### config.mk
export PLATFORM = sky130hd
export DESIGN_NAME = axi_request_stage_flat
export DESIGN_NICKNAME = d
export VERILOG_FILES = /design/src/vram_pkg.sv /design/src/vram_req_if.sv /design/src/axi_request_stage.sv /design/src/flat_wrapper.sv
export SDC_FILE = /design/constraint.sdc
export NUM_CORES = 1
export LEC_CHECK = 0
export ABC_AREA = 1
export BUFFER_PORTS_ARGS = -buffer_cell sky130_fd_sc_hd__buf_2
export CAP_MARGIN = 0
export CORE_ASPECT_RATIO = 2
export CORE_UTILIZATION = 30
export DETAILED_ROUTE_END_ITERATION = 10
export PLACE_DENSITY_LB_ADDON = 0.15
export SYNTH_ARGS = -nofsm -noshare
export SYNTH_HDL_FRONTEND = slang
export SYNTH_SLANG_ARGS = --single-unit
### constraint.sdc
create_clock -name s_axi_aclk -period 5.45 [get_ports s_axi_aclk]
set_input_delay 1.09 -clock s_axi_aclk [delete_from_list [all_inputs] [get_ports s_axi_aclk]]
set_output_delay 1.09 -clock s_axi_aclk [all_outputs]
set_load 0.05 [all_outputs]
### src/vram_pkg.sv
package vram_pkg;

  //////////////////////////////////////////////////
  // bus widths
  //////////////////////////////////////////////////

  // axi4-lite data bus, fixed at one 32-bit word
  localparam int data_width = 32;

  // one strobe bit per byte lane
  localparam int strb_width = data_width / 8;

  // byte offset bits below the word index
  // (a 32-bit word spans four byte addresses)
  localparam int addr_lsb = 2;

  //////////////////////////////////////////////////
  // vector types
  //////////////////////////////////////////////////

  // one vram word as seen on wdata / rdata
  typedef logic [data_width-1:0] axi_data_t;

  // byte-lane enables of a write
  typedef logic [strb_width-1:0] axi_strb_t;

  // bresp / rresp encoding
  typedef logic [1:0] axi_resp_t;

  // normal access complete, the only code this slave returns
  localparam axi_resp_t resp_okay = 2'b00;

  //////////////////////////////////////////////////
  // write response fsm
  //////////////////////////////////////////////////

  // idle    no write in progress
  // wait_1  first delay cycle after the memory write
  // wait_2  second delay cycle
  // wait_3  bvalid up, waiting for bready
  typedef enum logic [1:0] {
    idle,
    wait_1,
    wait_2,
    wait_3
  } wresp_state_t;

endpackage

### src/vram_req_if.sv
interface vram_req_if #(
  parameter int vram_addr_bits = 14
);

  // single-cycle strobe, one per accepted axi transaction
  logic req_valid;
  // high for a write, low for a read
  logic req_write;
  // word index into the vram
  logic [vram_addr_bits-1:0] req_index;
  // write payload, ignored on reads
  vram_pkg::axi_data_t req_wdata;
  vram_pkg::axi_strb_t req_wstrb;

  // request stage side
  modport stage (
    output req_valid,
    output req_write,
    output req_index,
    output req_wdata,
    output req_wstrb
  );

  // ram side, always ready so no back-pressure
  modport bank (
    input req_valid,
    input req_write,
    input req_index,
    input req_wdata,
    input req_wstrb
  );

endinterface

### src/axi_request_stage.sv
module axi_request_stage #(
  parameter int axi_addr_width = 16,
  parameter int vram_addr_bits = 14
) (
  input  logic                      s_axi_aclk,
  input  logic                      s_axi_aresetn,
  // write address channel
  input  logic [axi_addr_width-1:0] awaddr,
  input  logic                      awvalid,
  output logic                      awready,
  // write data channel
  input  vram_pkg::axi_data_t       wdata,
  input  vram_pkg::axi_strb_t       wstrb,
  input  logic                      wvalid,
  output logic                      wready,
  // read address channel
  input  logic [axi_addr_width-1:0] araddr,
  input  logic                      arvalid,
  output logic                      arready,
  // response handshake finished in the response stage
  input  logic                      txn_done,
  // request towards the ram
  vram_req_if.stage                 req
);

  // word index must cover the byte address above the lane offset
  if (vram_addr_bits + vram_pkg::addr_lsb != axi_addr_width)
  begin : g_width_check
    $error("axi_addr_width must equal vram_addr_bits plus addr_lsb");
  end

  // one transaction outstanding, from acceptance until txn_done
  logic busy;
  // acceptance conditions seen on this edge
  logic write_go;
  logic read_go;
  // word index cut out of each byte address
  logic [vram_addr_bits-1:0] aw_index;
  logic [vram_addr_bits-1:0] ar_index;

  assign aw_index = awaddr[vram_pkg::addr_lsb +: vram_addr_bits];
  assign ar_index = araddr[vram_pkg::addr_lsb +: vram_addr_bits];

  //////////////////////////////////////////////////
  // acceptance
  //////////////////////////////////////////////////

  // address and data are taken together, never one alone
  assign write_go = awvalid && wvalid && !busy;
  // write wins when both arrive on the same edge
  assign read_go = arvalid && !busy && !write_go;

  // ready pulses, busy flag and request strobe
  always_ff @(posedge s_axi_aclk)
  begin
    if (!s_axi_aresetn)
    begin
      busy          <= 1'b0;
      awready       <= 1'b0;
      wready        <= 1'b0;
      arready       <= 1'b0;
      req.req_valid <= 1'b0;
    end
    else
    begin
      // busy rises with the ready pulse, so ready lasts one cycle
      awready       <= write_go;
      wready        <= write_go;
      arready       <= read_go;
      req.req_valid <= write_go || read_go;
      if (write_go || read_go)
      begin
        busy <= 1'b1;
      end
      else if (txn_done)
      begin
        busy <= 1'b0;
      end
    end
  end

  //////////////////////////////////////////////////
  // request payload
  //////////////////////////////////////////////////

  // captured on the accepting edge, valid alongside req_valid
  always_ff @(posedge s_axi_aclk)
  begin
    if (write_go || read_go)
    begin
      req.req_write <= write_go;
      req.req_index <= write_go ? aw_index : ar_index;
      req.req_wdata <= wdata;
      req.req_wstrb <= wstrb;
    end
  end

  //////////////////////////////////////////////////
  // checks
  //////////////////////////////////////////////////

  // write address and write data always handshake in the same cycle
  a_aw_w_paired: assert property (
    @(posedge s_axi_aclk) disable iff (!s_axi_aresetn)
    awready == wready
  ) else $error("awready and wready differ");

  // a ready only on the edge that starts a transaction, never while one is open
  a_no_ready_busy: assert property (
    @(posedge s_axi_aclk) disable iff (!s_axi_aresetn)
    (awready || arready) |-> $rose(busy)
  ) else $error("ready raised while a transaction is outstanding");

endmodule

### src/flat_wrapper.sv
// flat-port wrapper written by rule: the top's interface ports become plain ports
module axi_request_stage_flat 
#(
  parameter int axi_addr_width = 16,
  parameter int vram_addr_bits = 14
)
  (s_axi_aclk, s_axi_aresetn, awaddr, awvalid, awready, wdata, wstrb, wvalid, wready, araddr, arvalid, arready, txn_done, req_req_valid, req_req_write, req_req_index, req_req_wdata, req_req_wstrb);
  vram_req_if #(.vram_addr_bits(vram_addr_bits)) req_i ();
  input  logic s_axi_aclk;
  input  logic s_axi_aresetn;
  input  logic [axi_addr_width-1:0] awaddr;
  input  logic awvalid;
  output logic awready;
  input  vram_pkg::axi_data_t wdata;
  input  vram_pkg::axi_strb_t wstrb;
  input  logic wvalid;
  output logic wready;
  input  logic [axi_addr_width-1:0] araddr;
  input  logic arvalid;
  output logic arready;
  input  logic txn_done;
  output wire logic [$bits(req_i.req_valid)-1:0] req_req_valid;
  output wire logic [$bits(req_i.req_write)-1:0] req_req_write;
  output wire logic [$bits(req_i.req_index)-1:0] req_req_index;
  output wire logic [$bits(req_i.req_wdata)-1:0] req_req_wdata;
  output wire logic [$bits(req_i.req_wstrb)-1:0] req_req_wstrb;
  assign req_req_valid = req_i.req_valid;
  assign req_req_write = req_i.req_write;
  assign req_req_index = req_i.req_index;
  assign req_req_wdata = req_i.req_wdata;
  assign req_req_wstrb = req_i.req_wstrb;
  axi_request_stage #(.axi_addr_width(axi_addr_width), .vram_addr_bits(vram_addr_bits)) u_core (.s_axi_aclk(s_axi_aclk), .s_axi_aresetn(s_axi_aresetn), .awaddr(awaddr), .awvalid(awvalid), .awready(awready), .wdata(wdata), .wstrb(wstrb), .wvalid(wvalid), .wready(wready), .araddr(araddr), .arvalid(arvalid), .arready(arready), .txn_done(txn_done), .req(req_i));
endmodule
### After elaboration in Yosys (flattened, before gate mapping)

Cells that the tools add are included.
Widths: inputs -> output; s select.

* register bits after elaboration: 55
* bits of input ports: 74
* output and inout bits: 55
* logic and storage cells: 19

* multiplexer cells: 3
* reduce and logical (&&, ||, !) cells: 8

Operators by type and width (count)
* $mux 14: 1
* $logic_and 1x1->1: 4
* $logic_not 1->1: 2
* $mux 1: 2
* $reduce_bool 2->1: 1
* $logic_or 1x1->1: 1

### Logic depth before layout (Yosys ltp)

* word-level depth: 6
* mapped depth: 5
* depth with buffers taken out: 4

### Worst setup path after synthesis

OpenSTA, ideal clock, no wires.

* kind: input to register
* from: input port awvalid
* to: register u_core.req.req_index[0], enable pin
* setup time: 0.410 ns
* arrival: 2.577 ns
* required time: 5.040 ns
* slack: 2.463 ns
* stages: 4
* path buffers: 2
* cells stage by stage: buf_4 nand3_4 buf_6 nand2_1

* longest elaborated chain between the ends: 5

Ends and longest elaborated chain
* from (decl): line flat_wrapper.sv:12 `input logic awvalid;`
* $logic_and 1x1->1 * (2 in a row): line axi_request_stage.sv:49 `assign write_go = awvalid && wvalid && !busy;`
* $logic_not 1->1: line axi_request_stage.sv:51 `assign read_go = arvalid && !busy && !write_go;`
* $logic_and 1x1->1: line axi_request_stage.sv:51
* $logic_or 1x1->1 *: line axi_request_stage.sv:89 `if (write_go || read_go)`
* to (signal assigned): line axi_request_stage.sv:92 `req.req_index <= write_go ? aw_index : ar_index;`
* to (decl): line vram_req_if.sv:19 `output req_index,`

Mark *: on every way between the ends. The rest lies on a longest branch, timed or not.
A chain may end at the register's enable or synchronous reset.

### Final worst setup path

* from: input port wvalid
* to: register u_core.req.req_index[4], enable pin

* longest elaborated chain between the ends: 5

Ends and longest elaborated chain
* from (decl): line flat_wrapper.sv:16 `input logic wvalid;`
* $logic_and 1x1->1 * (2 in a row): line axi_request_stage.sv:49
* $logic_not 1->1: line axi_request_stage.sv:51
* $logic_and 1x1->1: line axi_request_stage.sv:51
* $logic_or 1x1->1 *: line axi_request_stage.sv:89

Marks and branches as above.

==> run metrics <==
min-delay worst type=register to register; largest cells by area after synthesis=edfxtp_1 (79%), nand2_1 (6.0%), nand4_1 (4.9%), dfxtp_1 (4.2%), buf_4 (2.3%); Cell Chain, Critical Path=buf_2 -> nand3_4 -> nand2_2 -> buf_4; post-CTS setup buffers=0; vias per cell=around 4.2; I/O Buffers=between 100 and 150; die area=between 0.006 and 0.007 mm2; CP max stage cell=nand2_2; max-slew violations=0; Peak VDD IR=0.183 mV; Syn Nets=190; Worst Path Max Fanout=26; H-tree depth=2; maxcap violations=0; pre-CTS setup slack=~2.5 ns; Worst setup SP type=input pin; RSZ-0062 raised after global routing=no; Die Y=115 um; 1st-iter DRT viols=32; leading cell type in the layout, fill and taps excluded=buf_2; Post-Syn Area per Cell=around 17 um2; Post-Route Skew=between 0.004 and 0.005 ns; hpwl dp=around 3200 um; upper clock frequency limit=approximately 380 MHz; Synth area leader=edfxtp_1; outcome=completed; Cell variety after synth=12; mapped cell area=0.00193 mm2; DR WL/cell=about 13 um; Placed Area=0.00261 mm2; final hold vios=0; share of cells above drive strength 1=~56%; total power=~1100 uW; most frequent cells in the layout=buf_2 (124), edfxtp_1 (51), nand2_1 (30), nand4_1 (15), clkbuf_16 (5); first-pass GRT wire length=approximately 6000 um; DR DRC count=0; Worst-Margin Slew=approximately 0.59 ns; final instance area=~0.0028 mm2; detailed-route wire length=~4200 um; Longest Clk Path Bufs=2; Core Rows=slightly above 40; worst hold margin=about 0.51 ns; Core Footprint=between 0.006 and 0.007 mm2; vias=~1400; number of diodes=0; Setup Viol. Count Final=0; Total GRT Usage=12.7%; Die W=58.7 um; largest net degree at the start of global routing=27; Starting Density=between 30% and 40%; clock root buffer=clkbuf_16; Num CTS Buffers=5; Req. time, crit path=roughly 5.4 ns; Clk Latency, worst-skew pair=around 0.29 ns; power per cell area=400 mW/mm2; Clk pin slew, worst setup/hold paths=roughly 0.06 ns; CP Class=input pin to register; # clock sinks=between 50 and 60; Pre-Repair DR Iteration Count=4; total grt overflow=0; Slew HR=about three fifths; synth warn=0; vias in the first global route=1312; Area Growth Syn to Fin=44.1%; CTS tree=yes; Routability Congestion=approximately 0.7; Setup TNS Final=0 ns; Yosys top cell area share=approximately four fifths; Post-DRT Antenna Nets=0; Crit path arrival time=~2.6 ns; post-synthesis sequential area ratio=83.5%; Final WS setup=2.82 ns; Final nets=roughly 320; Post-CTS Resized=0; crit share post-route=between 40% and 50%; post-synthesis instance total=116; hold-fix buffers at CTS=0; min Tclk post-route=2.63 ns; number of fill cells=between 600 and 700; Yosys reg bits=55; Max stage delay on crit path=roughly 0.52 ns; Pleak=~0.0013 uW; Crit. End Element=register; initial antenna violation count=0; num ports=129
-- stage by stage --
| stage | cells | utilization (%) |
|---|---|---|
| floorplan | 116 | - |
| global placement | 320 | 41.7 |
| detailed placement | 320 | 41.7 |
| CTS | 328 | 44.4 |
| global route | 328 | 44.4 |
| finish | 328 | 44.4 |
-- report_power, final --
group	leakage [uW]	switching, uW	total (uW)	internal (uW)
Combinational	0.000665	186	236	49.6
Sequential	0.000531	8.52	520	511
Clock	0.0000838	140	356	217
Total	0.00128	334	1110	778
-- critical path: cells and delay by family --
| family | cells | cell delay, ns |
|---|---|---|
| buffers and inverters | 2 | 0.71 |
| AND/OR/NAND/NOR | 2 | 0.77 |
-- Yosys cell counts (all sizes together) --
| cell type | count |
|---|---|
| edfxtp | 51 |
| nand2 | 31 |
| nand4 | 15 |
| buf | 7 |
| dfxtp | 4 |
| inv | 3 |
| nand3 | 3 |
| a21oi | 1 |
| nand3b | 1 |
-- path summary, 6_finish.rpt --
kind                              to   startpoint  slack [ns]  cells past startpoint
max          u_core.req.req_index[4]       wvalid        2.82                      4
min                      u_core.busy  u_core.busy        0.51                      2
max reg2reg  u_core.req.req_index[4]  u_core.busy        3.36                      4
min reg2reg              u_core.busy  u_core.busy        0.51                      2
-- layer usage --
metal	up-vias	global-route usage, %	routed length (um)
li1	675	-	-
met1	635	11.3	1310
met2	68	24.1	2470
met3	5	4.69	344
met4	0	6.19	84
met5	-	0	0
-- cell families after synthesis --
logic type / share of synthesized area, %
compound gates: 0.259
buf+inv: 3.50
flops: 83.5
simple gates: 12.7
-- area by class of cell --
cell class | instances | area, um2 | share of cell area (%)
Inverter | 3 | 11.3 | 0.405
Clock buffer | 5 | 125 | 4.50
Multi-Input combinational cell | 51 | 253 | 9.09
Clock inverter | 3 | 43.8 | 1.58
Tap cell | 86 | 108 | 3.87
Timing Repair Buffer | 125 | 628 | 22.6
Sequential cell | 55 | 1610 | 58.0
-- state kept, by name (all words and copies together), names as in the netlist --
register	flops
u_core.req.req_valid	1
u_core.req.req_wstrb	4
u_core.arready	1
u_core.awready	1
u_core.req.req_wdata	32
u_core.req.req_write	1
u_core.busy	1
u_core.req.req_index	14
No activity file was read; power rests on OpenSTA's default activity.
