==> src/vram_pkg.sv <==
package vram_pkg;

  //////////////////////////////////////////////////
  // bus widths
  //////////////////////////////////////////////////

  // axi4-lite data bus, fixed at one 32-bit word
  localparam int data_width = 32;

  // one strobe bit per byte lane
  localparam int strb_width = data_width / 8;

  // byte offset bits below the word index
  // (a 32-bit word spans four byte addresses)
  localparam int addr_lsb = 2;

  //////////////////////////////////////////////////
  // vector types
  //////////////////////////////////////////////////

  // one vram word as seen on wdata / rdata
  typedef logic [data_width-1:0] axi_data_t;

  // byte-lane enables of a write
  typedef logic [strb_width-1:0] axi_strb_t;

  // bresp / rresp encoding
  typedef logic [1:0] axi_resp_t;

  // normal access complete, the only code this slave returns
  localparam axi_resp_t resp_okay = 2'b00;

  //////////////////////////////////////////////////
  // write response fsm
  //////////////////////////////////////////////////

  // idle    no write in progress
  // wait_1  first delay cycle after the memory write
  // wait_2  second delay cycle
  // wait_3  bvalid up, waiting for bready
  typedef enum logic [1:0] {
    idle,
    wait_1,
    wait_2,
    wait_3
  } wresp_state_t;

endpackage

==> src/axi_response_stage.sv <==
module axi_response_stage #(
  parameter int write_resp_delay = 3
) (
  input  logic                s_axi_aclk,
  input  logic                s_axi_aresetn,
  // completions from the ram
  input  logic                rd_valid,
  input  vram_pkg::axi_data_t rd_data,
  input  logic                wr_done,
  // write response channel
  output logic                bvalid,
  output vram_pkg::axi_resp_t bresp,
  input  logic                bready,
  // read data channel
  output logic                rvalid,
  output vram_pkg::axi_data_t rdata,
  output vram_pkg::axi_resp_t rresp,
  input  logic                rready,
  // back to the request stage
  output logic                txn_done
);

  // the fsm has two delay states ahead of the response state
  if (write_resp_delay < 1 || write_resp_delay > 3)
  begin : g_delay_check
    $error("write_resp_delay must be 1, 2 or 3");
  end

  vram_pkg::wresp_state_t wresp_state;
  vram_pkg::wresp_state_t wresp_next;

  //////////////////////////////////////////////////
  // write response
  //////////////////////////////////////////////////

  // entry state after wr_done picks how many delay cycles remain
  always_comb
  begin
    wresp_next = wresp_state;
    case (wresp_state)
      vram_pkg::idle:
      begin
        if (wr_done)
        begin
          if (write_resp_delay == 1)
            wresp_next = vram_pkg::wait_3;
          else if (write_resp_delay == 2)
            wresp_next = vram_pkg::wait_2;
          else
            wresp_next = vram_pkg::wait_1;
        end
      end
      vram_pkg::wait_1: wresp_next = vram_pkg::wait_2;
      vram_pkg::wait_2: wresp_next = vram_pkg::wait_3;
      // hold the response until the master takes it
      vram_pkg::wait_3:
      begin
        if (bready)
          wresp_next = vram_pkg::idle;
      end
      default: wresp_next = vram_pkg::idle;
    endcase
  end

  always_ff @(posedge s_axi_aclk)
  begin
    if (!s_axi_aresetn)
      wresp_state <= vram_pkg::idle;
    else
      wresp_state <= wresp_next;
  end

  // bvalid is decoded straight from the fsm register
  assign bvalid = (wresp_state == vram_pkg::wait_3);
  assign bresp  = vram_pkg::resp_okay;

  //////////////////////////////////////////////////
  // read data
  //////////////////////////////////////////////////

  always_ff @(posedge s_axi_aclk)
  begin
    if (!s_axi_aresetn)
      rvalid <= 1'b0;
    else if (rd_valid)
      rvalid <= 1'b1;
    else if (rready)
      rvalid <= 1'b0;
  end

  // word held stable from rd_valid until the next read
  always_ff @(posedge s_axi_aclk)
  begin
    if (rd_valid)
      rdata <= rd_data;
  end

  assign rresp = vram_pkg::resp_okay;

  // frees the request stage on either completed handshake
  assign txn_done = (bvalid && bready) || (rvalid && rready);

  // responses hold, with stable read data, until their ready arrives
  a_b_hold: assert property (
    @(posedge s_axi_aclk) disable iff (!s_axi_aresetn)
    bvalid && !bready |=> bvalid
  ) else $error("bvalid dropped before bready");

  a_r_hold: assert property (
    @(posedge s_axi_aclk) disable iff (!s_axi_aresetn)
    rvalid && !rready |=> rvalid && $stable(rdata)
  ) else $error("rvalid or rdata changed before rready");

endmodule

==> config.mk <==
export PLATFORM = sky130hd
export DESIGN_NAME = axi_response_stage
export DESIGN_NICKNAME = d
export VERILOG_FILES = /design/src/vram_pkg.sv /design/src/axi_response_stage.sv
export SDC_FILE = /design/constraint.sdc
export NUM_CORES = 1
export LEC_CHECK = 0
export BUFFER_PORTS_ARGS = -buffer_cell sky130_fd_sc_hd__buf_4
export CAP_MARGIN = 30
export CORE_MARGIN = 1.5
export CORE_UTILIZATION = 44
export DETAILED_ROUTE_END_ITERATION = 10
export GPL_ROUTABILITY_DRIVEN = 0
export GPL_TIMING_DRIVEN = 0
export PLACE_DENSITY = 0.8
export SLEW_MARGIN = 20
export SYNTH_ARGS = -nofsm -noshare
export SYNTH_HDL_FRONTEND = slang
export SYNTH_SLANG_ARGS = --single-unit
==> constraint.sdc <==
create_clock -name s_axi_aclk -period 2.3 [get_ports s_axi_aclk]
set_clock_uncertainty 0.2 [all_clocks]
set_input_delay 0.23 -clock s_axi_aclk [delete_from_list [all_inputs] [get_ports s_axi_aclk]]
set_output_delay 0.23 -clock s_axi_aclk [all_outputs]
set_load 0.02 [all_outputs]
# Word level (Yosys, flattened, before mapping)

Cells that the tools add are included.

Eq/ne operators: 5
Mux-type cells: 5
Reductions and logical operators: 6

Operator list:

| kind                                                   | count |
|---|---|
| case mux 2 bit (4 select lines)                        | 1 |
| == test 2 bit (second input constant)                  | 2 |
| 2-to-1 mux 2 bit                                       | 2 |
| == test 2 x 1 -> 1 bit (second input constant)         | 1 |
| logical AND 1 bit                                      | 2 |
| zero test 2 bit                                        | 1 |
| 2-to-1 mux 1 bit                                       | 2 |
| inequality test 2 x 1 -> 1 bit (second input constant) | 1 |
| inequality test 2 bit (second input constant)          | 1 |
| AND reduction 2 bit                                    | 1 |
| nonzero test 2 bit                                     | 1 |
| logical OR 1 bit                                       | 1 |

Register bits after elaboration: 35
Input port bits: 38
Logic and storage cells: 19

# Longest topological paths before layout

Gate-level depths: netlist (run 1).

Word-level depth: 3
Depth in mapped cells: 4
Depth with buffers taken out: 4

# Least setup slack after synthesis (run 1)

Ideal clock, no wire load.

Path type: flip-flop to flip-flop
Start point: register wresp_state[0]
End point: register wresp_state[0]
Library setup time: 0.115 ns
Data arrival time: 1.060 ns
Path slack: 0.926 ns
Stages on the path, launching flop included: 5
Buffers on the path: 0
Cells stage by stage: dfxtp_1 -> ha_1 -> nor2b_4 -> o31a_1 -> o21a_1

Word-level cells in the longest chain between the ends: 3
Elaborated cells between the ends (all ways): 8
Classes of those cells: 5 x eq/ne; 1 x mux; 2 x reduce/logical

RTL lines:

| item                                     | RTL line                 | text |
|---|---|---|
| start: declaration                       | axi_response_stage.sv:29 | `vram_pkg::wresp_state_t wresp_state;` |
| start signal: assignment                 | axi_response_stage.sv:68 | `wresp_state <= vram_pkg::idle;` |
| start signal: assignment                 | axi_response_stage.sv:70 | `wresp_state <= wresp_next;` |
| == test 2 bit (*)                        | n/a                      |  |
| net bvalid                               | axi_response_stage.sv:11 | `output logic bvalid,` |
| inequality test 2 x 1 -> 1 bit (no line) | n/a                      |  |
| AND reduction 2 bit (no line)            | n/a                      |  |

The timed path passes the listed nets; every way through them passes the cells marked *.
A chain may end at the register's enable or synchronous reset.

# Worst setup path after layout (run 1)

Start point: register wresp_state[0]
End point: output txn_done

Word-level cells in the longest chain between the ends: 3

RTL lines:

| item              | RTL line                  | text |
|---|---|---|
| == test 2 bit     | axi_response_stage.sv:74  | `assign bvalid = (wresp_state == vram_pkg::wait_3);` |
| logical AND 1 bit | axi_response_stage.sv:101 | `assign txn_done = (bvalid && bready) \|\| (rvalid && rready);` |
| logical OR 1 bit  | axi_response_stage.sv:101 |  |
| end: declaration  | axi_response_stage.sv:20  | `output logic txn_done` |

Every way passes these cells.

==> impl_metrics.csv, run 1 <==
group,metric,value,unit
clock_tree,ctsRootBufferMaster,"sky130_fd_sc_hd__clkbuf_4",
global_route,grt_overflow_total,0,
power,power.net_switching,390,uW
power,power.total,1.44,mW
routing,drtAntennaViolNets,0,
power,p_leak,0.946,nW
synth,synth_compound_gate_area_share,0.0349,
setup_path,cpMaxStageDelayCell,"sky130_fd_sc_hd__dfxtp_1",
timing,fin_setup_tns,0,ns
timing,worst_slack_on_hold_paths,0.0249,ns
global_route,groute.layer.met2.usage,0.357,
min_path,hp-class,"in -> reg",
global_route,grt_start_max_net_pins,34,
clock_tree,clock_buffer_count_from_cts,5,
job,drv.max_cap_violation_count,0,
synth,synth.cell_area,1180,um^2
synth,ys_top_cells_by_area,"sky130_fd_sc_hd__edfxtp_1 81%, sky130_fd_sc_hd__dfxtp_1 5.1%, sky130_fd_sc_hd__ha_1 3.2%",
die,rows,18,
routing,drc_errors,0,
synth,synthDominantCellAreaShare,0.813,
setup_path,worstPathCellList,"ha_1 -> a22o_1 -> buf_4",
timing,finalCriticalPeriod,1.71,ns
timing,finalSetupViolCount,0,
synth,yosysWarningCount,0,
power,swShare,0.271,
synth,synth_flop_cell,"sky130_fd_sc_hd__edfxtp_1",
power,power.density,668,nW/um^2
clock_tree,insertion_delay,0.33,ns
synth,simple_gate_portion_of_the_synthesized_area,0.0233,
global_route,grt_pass1_vias,847,
global_route,globalRouteTotalUtil,0.227,
setup_path,crit_arrival,1.28,ns
clock_tree,htree_num_levels,2,
setup_path,path_buf_inv,1,
power,clockPowerShare,0.215,
global_route,busiest_layer,"met2",
setup_path,critPathMaxFanout,3,
timing,maxClockFrequency,584,MHz
setup_path,worst_setup_path_end_kind,"output pin",
die,die_x,54.8,um
synth,synth-xor-area-share,0,
routing,routed_via_density,4.67,
synth,yosysUniqueCellTypes,14,
global_route,grtUsageMet3,0.0984,
clock_tree,tritoncts,"built",
timing,maxSlewViolCount,0,
power,combPwrFrac,0.236,
die,chip_height,54.8,um
clock_tree,cts.sinks,35,
setup_path,cp_top_family,"flip-flops",
synth,fraction_of_synthesized_area_in_multiplexers,0.00847,
die,fp.dieArea,3010,um^2
synth,synth.yosys.seq_area_share,0.863,
routing,drt-initial-drc-count,17,
place,post-dp-hpwl,1.86,mm
run_status,run_status,"finished, final reports clean",
timing,setup_repair_after_global_routing_missed_its_margin,"false",
global_route,number_of_antenna_violations_at_the_first_check_in_global_routing,1,
routing,detail_route.wl_per_cell,17.2,um
setup_path,timing.critical_path.required,1.87,ns
synth,post_synth.cell_area_avg,21.1,um^2
routing,route.final.wire_length,3.49,mm
clock_tree,clk_pin_slew,0.09,ns
synth,async_flop_share,0,
setup_path,startpoint_class_of_the_critical_path,"register",
timing,timing_hold_violations_final,0,
finish,layout-drive-gt1-share,0.483,
clock_tree,post-cts-setup-buffers,0,
clock_tree,ctsHoldBuffers,33,
routing,drt_pass1_iterations,4,
finish,syn2layout_area_growth,82.1,%
setup_path,timing.reg2reg.setup_slack,0.87,ns
die,core_area,2500,um^2
synth,dominant_combinational_cell_family_by_area_after_synthesis,"compound AO/OA/AOI/OAI gates",
power,internal_power,1.05,mW
die,starting_density,0.473,
die,number_of_top_level_pins,77,
routing,num_vias,948,
synth,synth_enable_flop_cells,32,
power,p_seq_frac,0.549,
power,ir_worst_vdd,0.722,mV
clock_tree,cts_resized,0,
setup_path,critPathKind,"reg -> out",
synth,yosys.area_share.adder,0.0317,
synth,netlist.top_cell.by_area,"sky130_fd_sc_hd__edfxtp_1",
setup_path,crit_path_max_incr_delay,0.35,ns
synth,synthMostInstantiatedCell,"sky130_fd_sc_hd__edfxtp_1",
finish,fin_nets,212,
place,numPortBuffers,72,
timing,fin_crit_sh,0.744,
global_route,groute.layer.met1.usage,0.262,
global_route,grt_first_pass_wirelength,4.17,mm
synth,ys_seq_elements,35,
clock_tree,cts_max_path_buffers,2,
synth,syn_inst,56,
synth,netlist_top_cells_count,"32 x sky130_fd_sc_hd__edfxtp_1, 4 x sky130_fd_sc_hd__buf_4, 3 x sky130_fd_sc_hd__dfxtp_1, 3 x sky130_fd_sc_hd__ha_1, 3 x sky130_fd_sc_hd__inv_1",
[state kept, by name, summed over array words and instances, names as in the netlist]
register,flops
wresp_state,2
rdata,32
rvalid,1
[per-layer routing]
metal / routed length (um) / up-vias / share of wire
met5: 0 / - / 0
met4: 59 / 0 / 0.017
met3: 321 / 10 / 0.092
met2: 1780 / 60 / 0.51
met1: 1330 / 450 / 0.38
li1: - / 428 / -
[tightest hold or removal path: cells and delay by family]
family | cells | cell delay [ns]
simple gates | 1 | 0.04
buf+inv | 1 | 0.09
compound gates | 1 | 0.16
[cell type report]
class,instances,area (um^2)
tap,30,37.5
multi-input combinational,17,131
fill,116,347
sequential,35,1020
buffer,4,30.0
antenna,1,2.50
timing repair buffer,105,871
clock buffer,6,41.3
inverter,3,11.3
clock inverter,2,7.51
[path summary, 6_finish.rpt]
path,startpoint,end,cells past startpoint
worst max-delay path,wresp_state[0]$_SDFFE_PN0P_,txn_done,3
worst min-delay path,rready,rvalid$_SDFFE_PN0P_,3
worst max register to register,wresp_state[0]$_SDFFE_PN0P_,wresp_state[0]$_SDFFE_PN0P_,4
worst min register to register,wresp_state[1]$_SDFFE_PN0P_,wresp_state[1]$_SDFFE_PN0P_,2
[power groups by stage]
| stage | sequential [mW] | clock, mW | combinational [mW] |
|---|---|---|---|
| final | 0.789 | 0.310 | 0.339 |
| after global routing | 0.794 | 0.343 | 0.362 |
| after CTS | 0.783 | 0.300 | 0.333 |
| after detailed placement | 0.798 | 0 | 0.288 |
| after global placement | 0.794 | 0 | 0.271 |
| after floorplan | 0.856 | 0 | 0.0748 |
[cell usage in the layout (no fill, tap or decap), types with 2 or more instances in the layout]
cell,count
sky130_fd_sc_hd__buf_4,76
sky130_fd_sc_hd__dlygate4sd3_1,33
sky130_fd_sc_hd__edfxtp_1,32
sky130_fd_sc_hd__clkbuf_4,5
sky130_fd_sc_hd__conb_1,4
sky130_fd_sc_hd__inv_1,3
sky130_fd_sc_hd__ha_1,3
sky130_fd_sc_hd__dfxtp_1,3
sky130_fd_sc_hd__o21a_1,2
sky130_fd_sc_hd__nand2_1,2
sky130_fd_sc_hd__clkinv_1,2
[cells by family (layout without fill, tap and decap cells)]
family,after synthesis,count (layout)
adder cells (fa/ha/maj),3,3
flip-flops,35,35
other,1,5
multiplexers,1,1
AND/OR/NAND/NOR,4,4
buffers and inverters,7,120
AO/OA/AOI/OAI,5,5
[through the flow]
stage                     area, um^2  cells  utilization  worst slack (ns)
final                           2150    203        0.861             0.588
after global routing            2150    203        0.861             0.523
after CTS                       2150    202        0.860             0.595
after detailed placement        1770    161        0.709             0.925
after global placement          1770    161        0.709             0.985
after floorplan                 1190     59            -             0.926
No activity file was read; power rests on OpenSTA's default activity.
==> run 2: changes to the inputs <==
CORE_UTILIZATION = 37   (was 44)
PLACE_DENSITY = 0.72   (was 0.8)
clock period = 1.5 ns   (was 2.3 ns; I/O delays follow)
==> impl_metrics.csv, run 2 (synthesized netlist as in run 1, its figures left out) <==
group,metric,value,unit
routing,route.final.wire_length,2.87,mm
setup_path,timing.critical_path.required,1.15,ns
finish,diodes,0,
setup_path,critPathKind,"reg -> out",
power,p_leak,0.967,nW
power,ir_worst_vdd,0.619,mV
die,chip_height,59.5,um
routing,drtAntennaViolNets,0,
setup_path,crit_arrival,1.15,ns
clock_tree,cts.sinks,35,
finish,fin_nets,216,
finish,num-fill-cells,207,
routing,drt_pass1_iterations,2,
setup_path,startpoint_class_of_the_critical_path,"register",
run_status,run_status,"complete, but fails checks",
power,power.total,2.21,mW
die,starting_density,0.387,
timing,maxClockFrequency,666,MHz
clock_tree,ctsHoldBuffers,36,
finish,commonest_cells_after_routing_fill_and_taps_aside,"76 x sky130_fd_sc_hd__buf_4, 35 x sky130_fd_sc_hd__dlygate4sd3_1, 32 x sky130_fd_sc_hd__edfxtp_1",
finish,syn2layout_area_growth,88.4,%
timing,setup_repair_after_global_routing_missed_its_margin,"true",
finish,layout-drive-gt1-share,0.514,
min_path,hp-class,"in -> reg",
place,post-dp-hpwl,1.63,mm
global_route,grt_first_pass_wirelength,4.05,mm
global_route,grt_overflow_total,0,
finish,most_common_cell_after_layout_fill_and_taps_aside,"sky130_fd_sc_hd__buf_4",
global_route,globalRouteTotalUtil,0.166,
clock_tree,clock_buffer_count_from_cts,5,
routing,routed_via_density,4.08,
clock_tree,clk_pin_slew,0.10,ns
die,number_of_top_level_pins,77,
timing,finalSetupViolCount,1,
run_status,failed_checks,"hold timing, setup timing",
routing,detail_route.wl_per_cell,13.1,um
clock_tree,tritoncts,"built",
finish,largest_register_ffs,32,
die,core_area,3050,um^2
setup_path,worst_setup_path_end_kind,"output pin",
die,fp.dieArea,3540,um^2
routing,drt-initial-drc-count,37,
timing,worst_slack_on_hold_paths,-0.0694,ns
timing,fin_crit_sh,1.00,
timing,worst_slack,-0.00117,ns
die,die_x,59.5,um
routing,drc_errors,0,
global_route,grt_start_max_net_pins,34,
job,drv.max_cap_violation_count,0,
setup_path,timing.reg2reg.setup_slack,0.05,ns
timing,maxSlewViolCount,0,
timing,finalCriticalPeriod,1.50,ns
routing,num_vias,894,
setup_path,critPathMaxFanout,2,
finish,largest-register,"rdata",
clock_tree,insertion_delay,0.31,ns
power,power.density,991,nW/um^2
clock_tree,cts_max_path_buffers,2,
global_route,grt_pass1_vias,884,
finish,largest_registers,"rdata (32), wresp_state (2), rvalid (1)",
place,numPortBuffers,72,
clock_tree,ctsRootBufferMaster,"sky130_fd_sc_hd__clkbuf_4",
timing,timing_hold_violations_final,1,
global_route,number_of_antenna_violations_at_the_first_check_in_global_routing,0,
clock_tree,htree_num_levels,2,
die,rows,20,
==> run 2: cell count changes in the layout (fill, tap and decap cells not counted), sizes merged <==
cell / previous run / this run
clkbuf: 6 / 5
buf: 76 / 78
diode: 1 / 0
dlygate4sd3: 33 / 35
==> run 2: worst paths after layout <==
kind,end,cells after the start,startpoint
setup reg to reg,wresp_state[0]$_SDFFE_PN0P_,5,wresp_state[1]$_SDFFE_PN0P_
hold reg to reg,wresp_state[0]$_SDFFE_PN0P_,1,wresp_state[0]$_SDFFE_PN0P_
setup / recovery,txn_done,3,wresp_state[1]$_SDFFE_PN0P_
hold / removal,rvalid$_SDFFE_PN0P_,3,rready
==> run 2: per-stage QoR <==
stage               cell area (um^2)   util  setup WS (ns)  std cells  setup TNS (ns)
floorplan                       1190      -          0.126         59               0
global placement                1790  0.586          0.198        175               0
detailed placement              1790  0.586          0.126        175               0
CTS                             2230  0.731        -0.0240        220         -0.0240
global route                    2230  0.730        -0.0440        219         -0.0440
finish                          2230  0.730       -0.00117        219        -0.00117
==> run 2: per-layer routing <==
metal  GRT usage  wire length (um)  up-vias  part of all wire
met3      0.0830               301        2              0.11
met2       0.284              1480       51              0.52
met5           0                 0        -                 0
li1            -                 -      435                 -
met4      0.0571                12        0            0.0042
met1       0.175              1070      406              0.37
==> run 2: power by group <==
part	total (mW)	switching [mW]	internal, mW
logic	0.544	0.250	0.294
registers	1.21	0.0423	1.17
clock network	0.451	0.285	0.166
total	2.21	0.577	1.63
==> run 2: final cells by class <==
cell class	instances	area (um^2)	area share
sequential	35	1030	0.461
timing repair buffer	109	913	0.410
multi-input combinational	17	144	0.0646
tap	44	55.1	0.0247
clock buffer	5	37.5	0.0169
buffer	4	30.0	0.0135
inverter	3	11.3	0.00506
clock inverter	2	8.76	0.00393
==> run 2: repair_timing <==
| action | in CTS | in global routing |
|---|---|---|
| endpoints found under the setup margin | 1 | 3 |
| gates resized for setup | 6 | 2 |
| endpoints found under the hold margin | 35 | 1 |
| pin swaps | 2 | 0 |
| setup buffers | 2 | 0 |
==> run 2: worst max-delay path: stages (launching register included) <==
cell and delay [ns]:
sky130_fd_sc_hd__dfxtp_4 0.36, sky130_fd_sc_hd__ha_4 0.16, sky130_fd_sc_hd__a22o_1 0.19, sky130_fd_sc_hd__buf_6 0.13
==> run 3: changes to the inputs <==
SETUP_SLACK_MARGIN = 0.2   (was default)
==> impl_metrics.csv, run 3 (synthesized netlist as in run 1, its figures left out) <==
group,metric,value,unit
job,drv.max_cap_violation_count,0,
finish,fin_util,0.740,
routing,route.final.wire_length,3.36,mm
finish,syn2layout_area_growth,91.0,%
routing,detail_route.wl_per_cell,15.3,um
timing,worst_slack,0.00989,ns
global_route,grt_first_pass_wirelength,4.44,mm
finish,layout_cells_excl_fill,220,
timing,worst_slack_on_hold_paths,-0.0693,ns
power,swShare,0.277,
run_status,failed_checks,"hold timing",
timing,setup_repair_after_global_routing_missed_its_margin,"true",
clock_tree,insertion_delay,0.32,ns
setup_path,worst_setup_path_end_kind,"output pin",
finish,fin_nets,216,
setup_path,critPathMaxFanout,2,
clock_tree,htree_num_levels,2,
power,power.total,2.31,mW
finish,most_common_cell_after_layout_fill_and_taps_aside,"sky130_fd_sc_hd__buf_4",
place,place.detailed.instances,175,
setup_path,r2r-start,"wresp_state[1]$_SDFFE_PN0P_",
setup_path,critPathKind,"reg -> out",
global_route,grt_pass1_vias,879,
setup_path,timing.critical_path.required,1.15,ns
min_path,hp-class,"in -> reg",
clock_tree,cts_max_path_buffers,2,
routing,drt_pass1_iterations,3,
routing,routed_via_density,4.20,
global_route,number_of_antenna_violations_at_the_first_check_in_global_routing,0,
routing,drt-initial-drc-count,26,
setup_path,startpoint_class_of_the_critical_path,"register",
global_route,grt_overflow_total,0,
clock_tree,cts.sinks,35,
setup_path,crit_path_max_incr_delay,0.35,ns
die,core_area,3050,um^2
power,clockPowerShare,0.211,
finish,num-fill-cells,201,
timing,fin_crit_sh,0.993,
die,starting_density,0.387,
power,p_seq_frac,0.525,
setup_path,timing.reg2reg.setup_slack,0.07,ns
global_route,grt_start_max_net_pins,34,
setup_path,worstRegToRegCells,5,
routing,drtAntennaViolNets,0,
timing,maxSlewViolCount,0,
finish,layout-drive-gt1-share,0.523,
clock_tree,ctsRootBufferMaster,"sky130_fd_sc_hd__clkbuf_4",
power,ir_worst_vdd,0.616,mV
timing,timing_hold_violations_final,1,
clock_tree,clock_buffer_count_from_cts,5,
min_path,timing.hold.worst_path_depth,3,
setup_path,cpMaxStageDelayCell,"sky130_fd_sc_hd__dfxtp_2",
power,power.net_switching,641,uW
finish,commonest_cells_after_routing_fill_and_taps_aside,"74 x sky130_fd_sc_hd__buf_4, 34 x sky130_fd_sc_hd__dlygate4sd3_1, 32 x sky130_fd_sc_hd__edfxtp_1",
power,combPwrFrac,0.264,
setup_path,path_buf_inv,1,
clock_tree,tritoncts,"built",
finish,diodes,0,
die,fp.dieArea,3540,um^2
die,chip_height,59.5,um
clock_tree,clk_pin_slew,0.10,ns
setup_path,r2r_end,"wresp_state[0]$_SDFFE_PN0P_",
run_status,run_status,"complete, but fails checks",
power,internal_power,1.67,mW
global_route,globalRouteTotalUtil,0.179,
timing,finalSetupViolCount,0,
power,power.density,1020,nW/um^2
setup_path,worstPathCellList,"ha_4 -> a22o_1 -> buf_6",
place,post-dp-hpwl,1.81,mm
die,rows,20,
clock_tree,ctsHoldBuffers,34,
finish,multiInputGateArea,164,um^2
timing,finalCriticalPeriod,1.49,ns
setup_path,cp_top_family,"flip-flops",
routing,drc_errors,0,
finish,storage_element_area,1020,um^2
finish,largest-register,"rdata",
min_path,worst_hold_path.endpoint,"rvalid$_SDFFE_PN0P_",
place,numPortBuffers,72,
place,pre_cts_ws,0.111,ns
power,p_leak,0.971,nW
timing,maxClockFrequency,671,MHz
min_path,timing.hold.worst.start,"rready",
routing,num_vias,924,
finish,largest_registers,"rdata (32), wresp_state (2), rvalid (1)",
die,die_x,59.5,um
setup_path,crit_arrival,1.14,ns
die,number_of_top_level_pins,77,
finish,largest_register_ffs,32,
run 3: cell count changes in the layout (fill, tap and decap cells not counted), sizes merged:
cell         change
dlygate4sd3      -1
buf              +1
clkinvlp         +1
run 3: area by class of cell:
cell class                      count  area share
Tap cell                           44      0.0244
Sequential cell                    35       0.453
Buffer                              4      0.0133
Inverter                            3     0.00499
Clock inverter                      3     0.00665
Multi-Input combinational cell     17      0.0726
Timing Repair Buffer              109       0.408
Clock buffer                        5      0.0166
run 3: timing repair:
item / in CTS / in global routing
resized for setup: 6 / 6
pin swaps: 2 / 1
buffers inserted: 3 / 0
endpoints found under the hold margin: 35 / 1
endpoints found under the setup margin: 4 / 7
run 3: worst max-delay path by stage:
stage	from	to	slack [ns]	cells after the start
global route	wresp_state[1]$_SDFFE_PN0P_	txn_done	-0.03	3
floorplan	wresp_state[1]$_SDFFE_PN0P_	wresp_state[0]$_SDFFE_PN0P_	0.20	4
global placement	wresp_state[0]$_SDFFE_PN0P_	wresp_state[0]$_SDFFE_PN0P_	0.20	4
detailed placement	wresp_state[0]$_SDFFE_PN0P_	wresp_state[0]$_SDFFE_PN0P_	0.11	4
finish	wresp_state[1]$_SDFFE_PN0P_	txn_done	0.01	3
CTS	wresp_state[1]$_SDFFE_PN0P_	txn_done	-0.01	3
run 3: layer usage:
metal / GRT usage / wire [um] / vias to the layer above
li1: - / - / 436
met4: 0.0571 / 23 / 0
met5: 0 / 0 / -
met2: 0.317 / 1770 / 52
met3: 0.0633 / 286 / 4
met1: 0.201 / 1280 / 432
run 3: per-stage QoR:
step / TNS [ns] / area [um^2]
2_1_floorplan: 0 / 1200
3_3_place_gp: 0 / 1790
3_5_place_dp: 0 / 1790
4_1_cts: -0.0121 / 2230
5_1_grt: -0.0313 / 2260
6_report: 0 / 2260
run 3: power by group through the flow:
stage | registers, mW | logic (mW) | clock network (mW)
2_1_floorplan | 1.31 | 0.116 | 0
3_3_place_gp | 1.22 | 0.415 | 0
3_5_place_dp | 1.22 | 0.436 | 0
4_1_cts | 1.21 | 0.559 | 0.500
5_1_grt | 1.22 | 0.652 | 0.539
6_report | 1.21 | 0.611 | 0.487
run 3: worst min-delay path, stage by stage:
cell and delay (ns):
sky130_fd_sc_hd__buf_4 0.08, sky130_fd_sc_hd__nor2b_1 0.03, sky130_fd_sc_hd__o21a_1 0.15
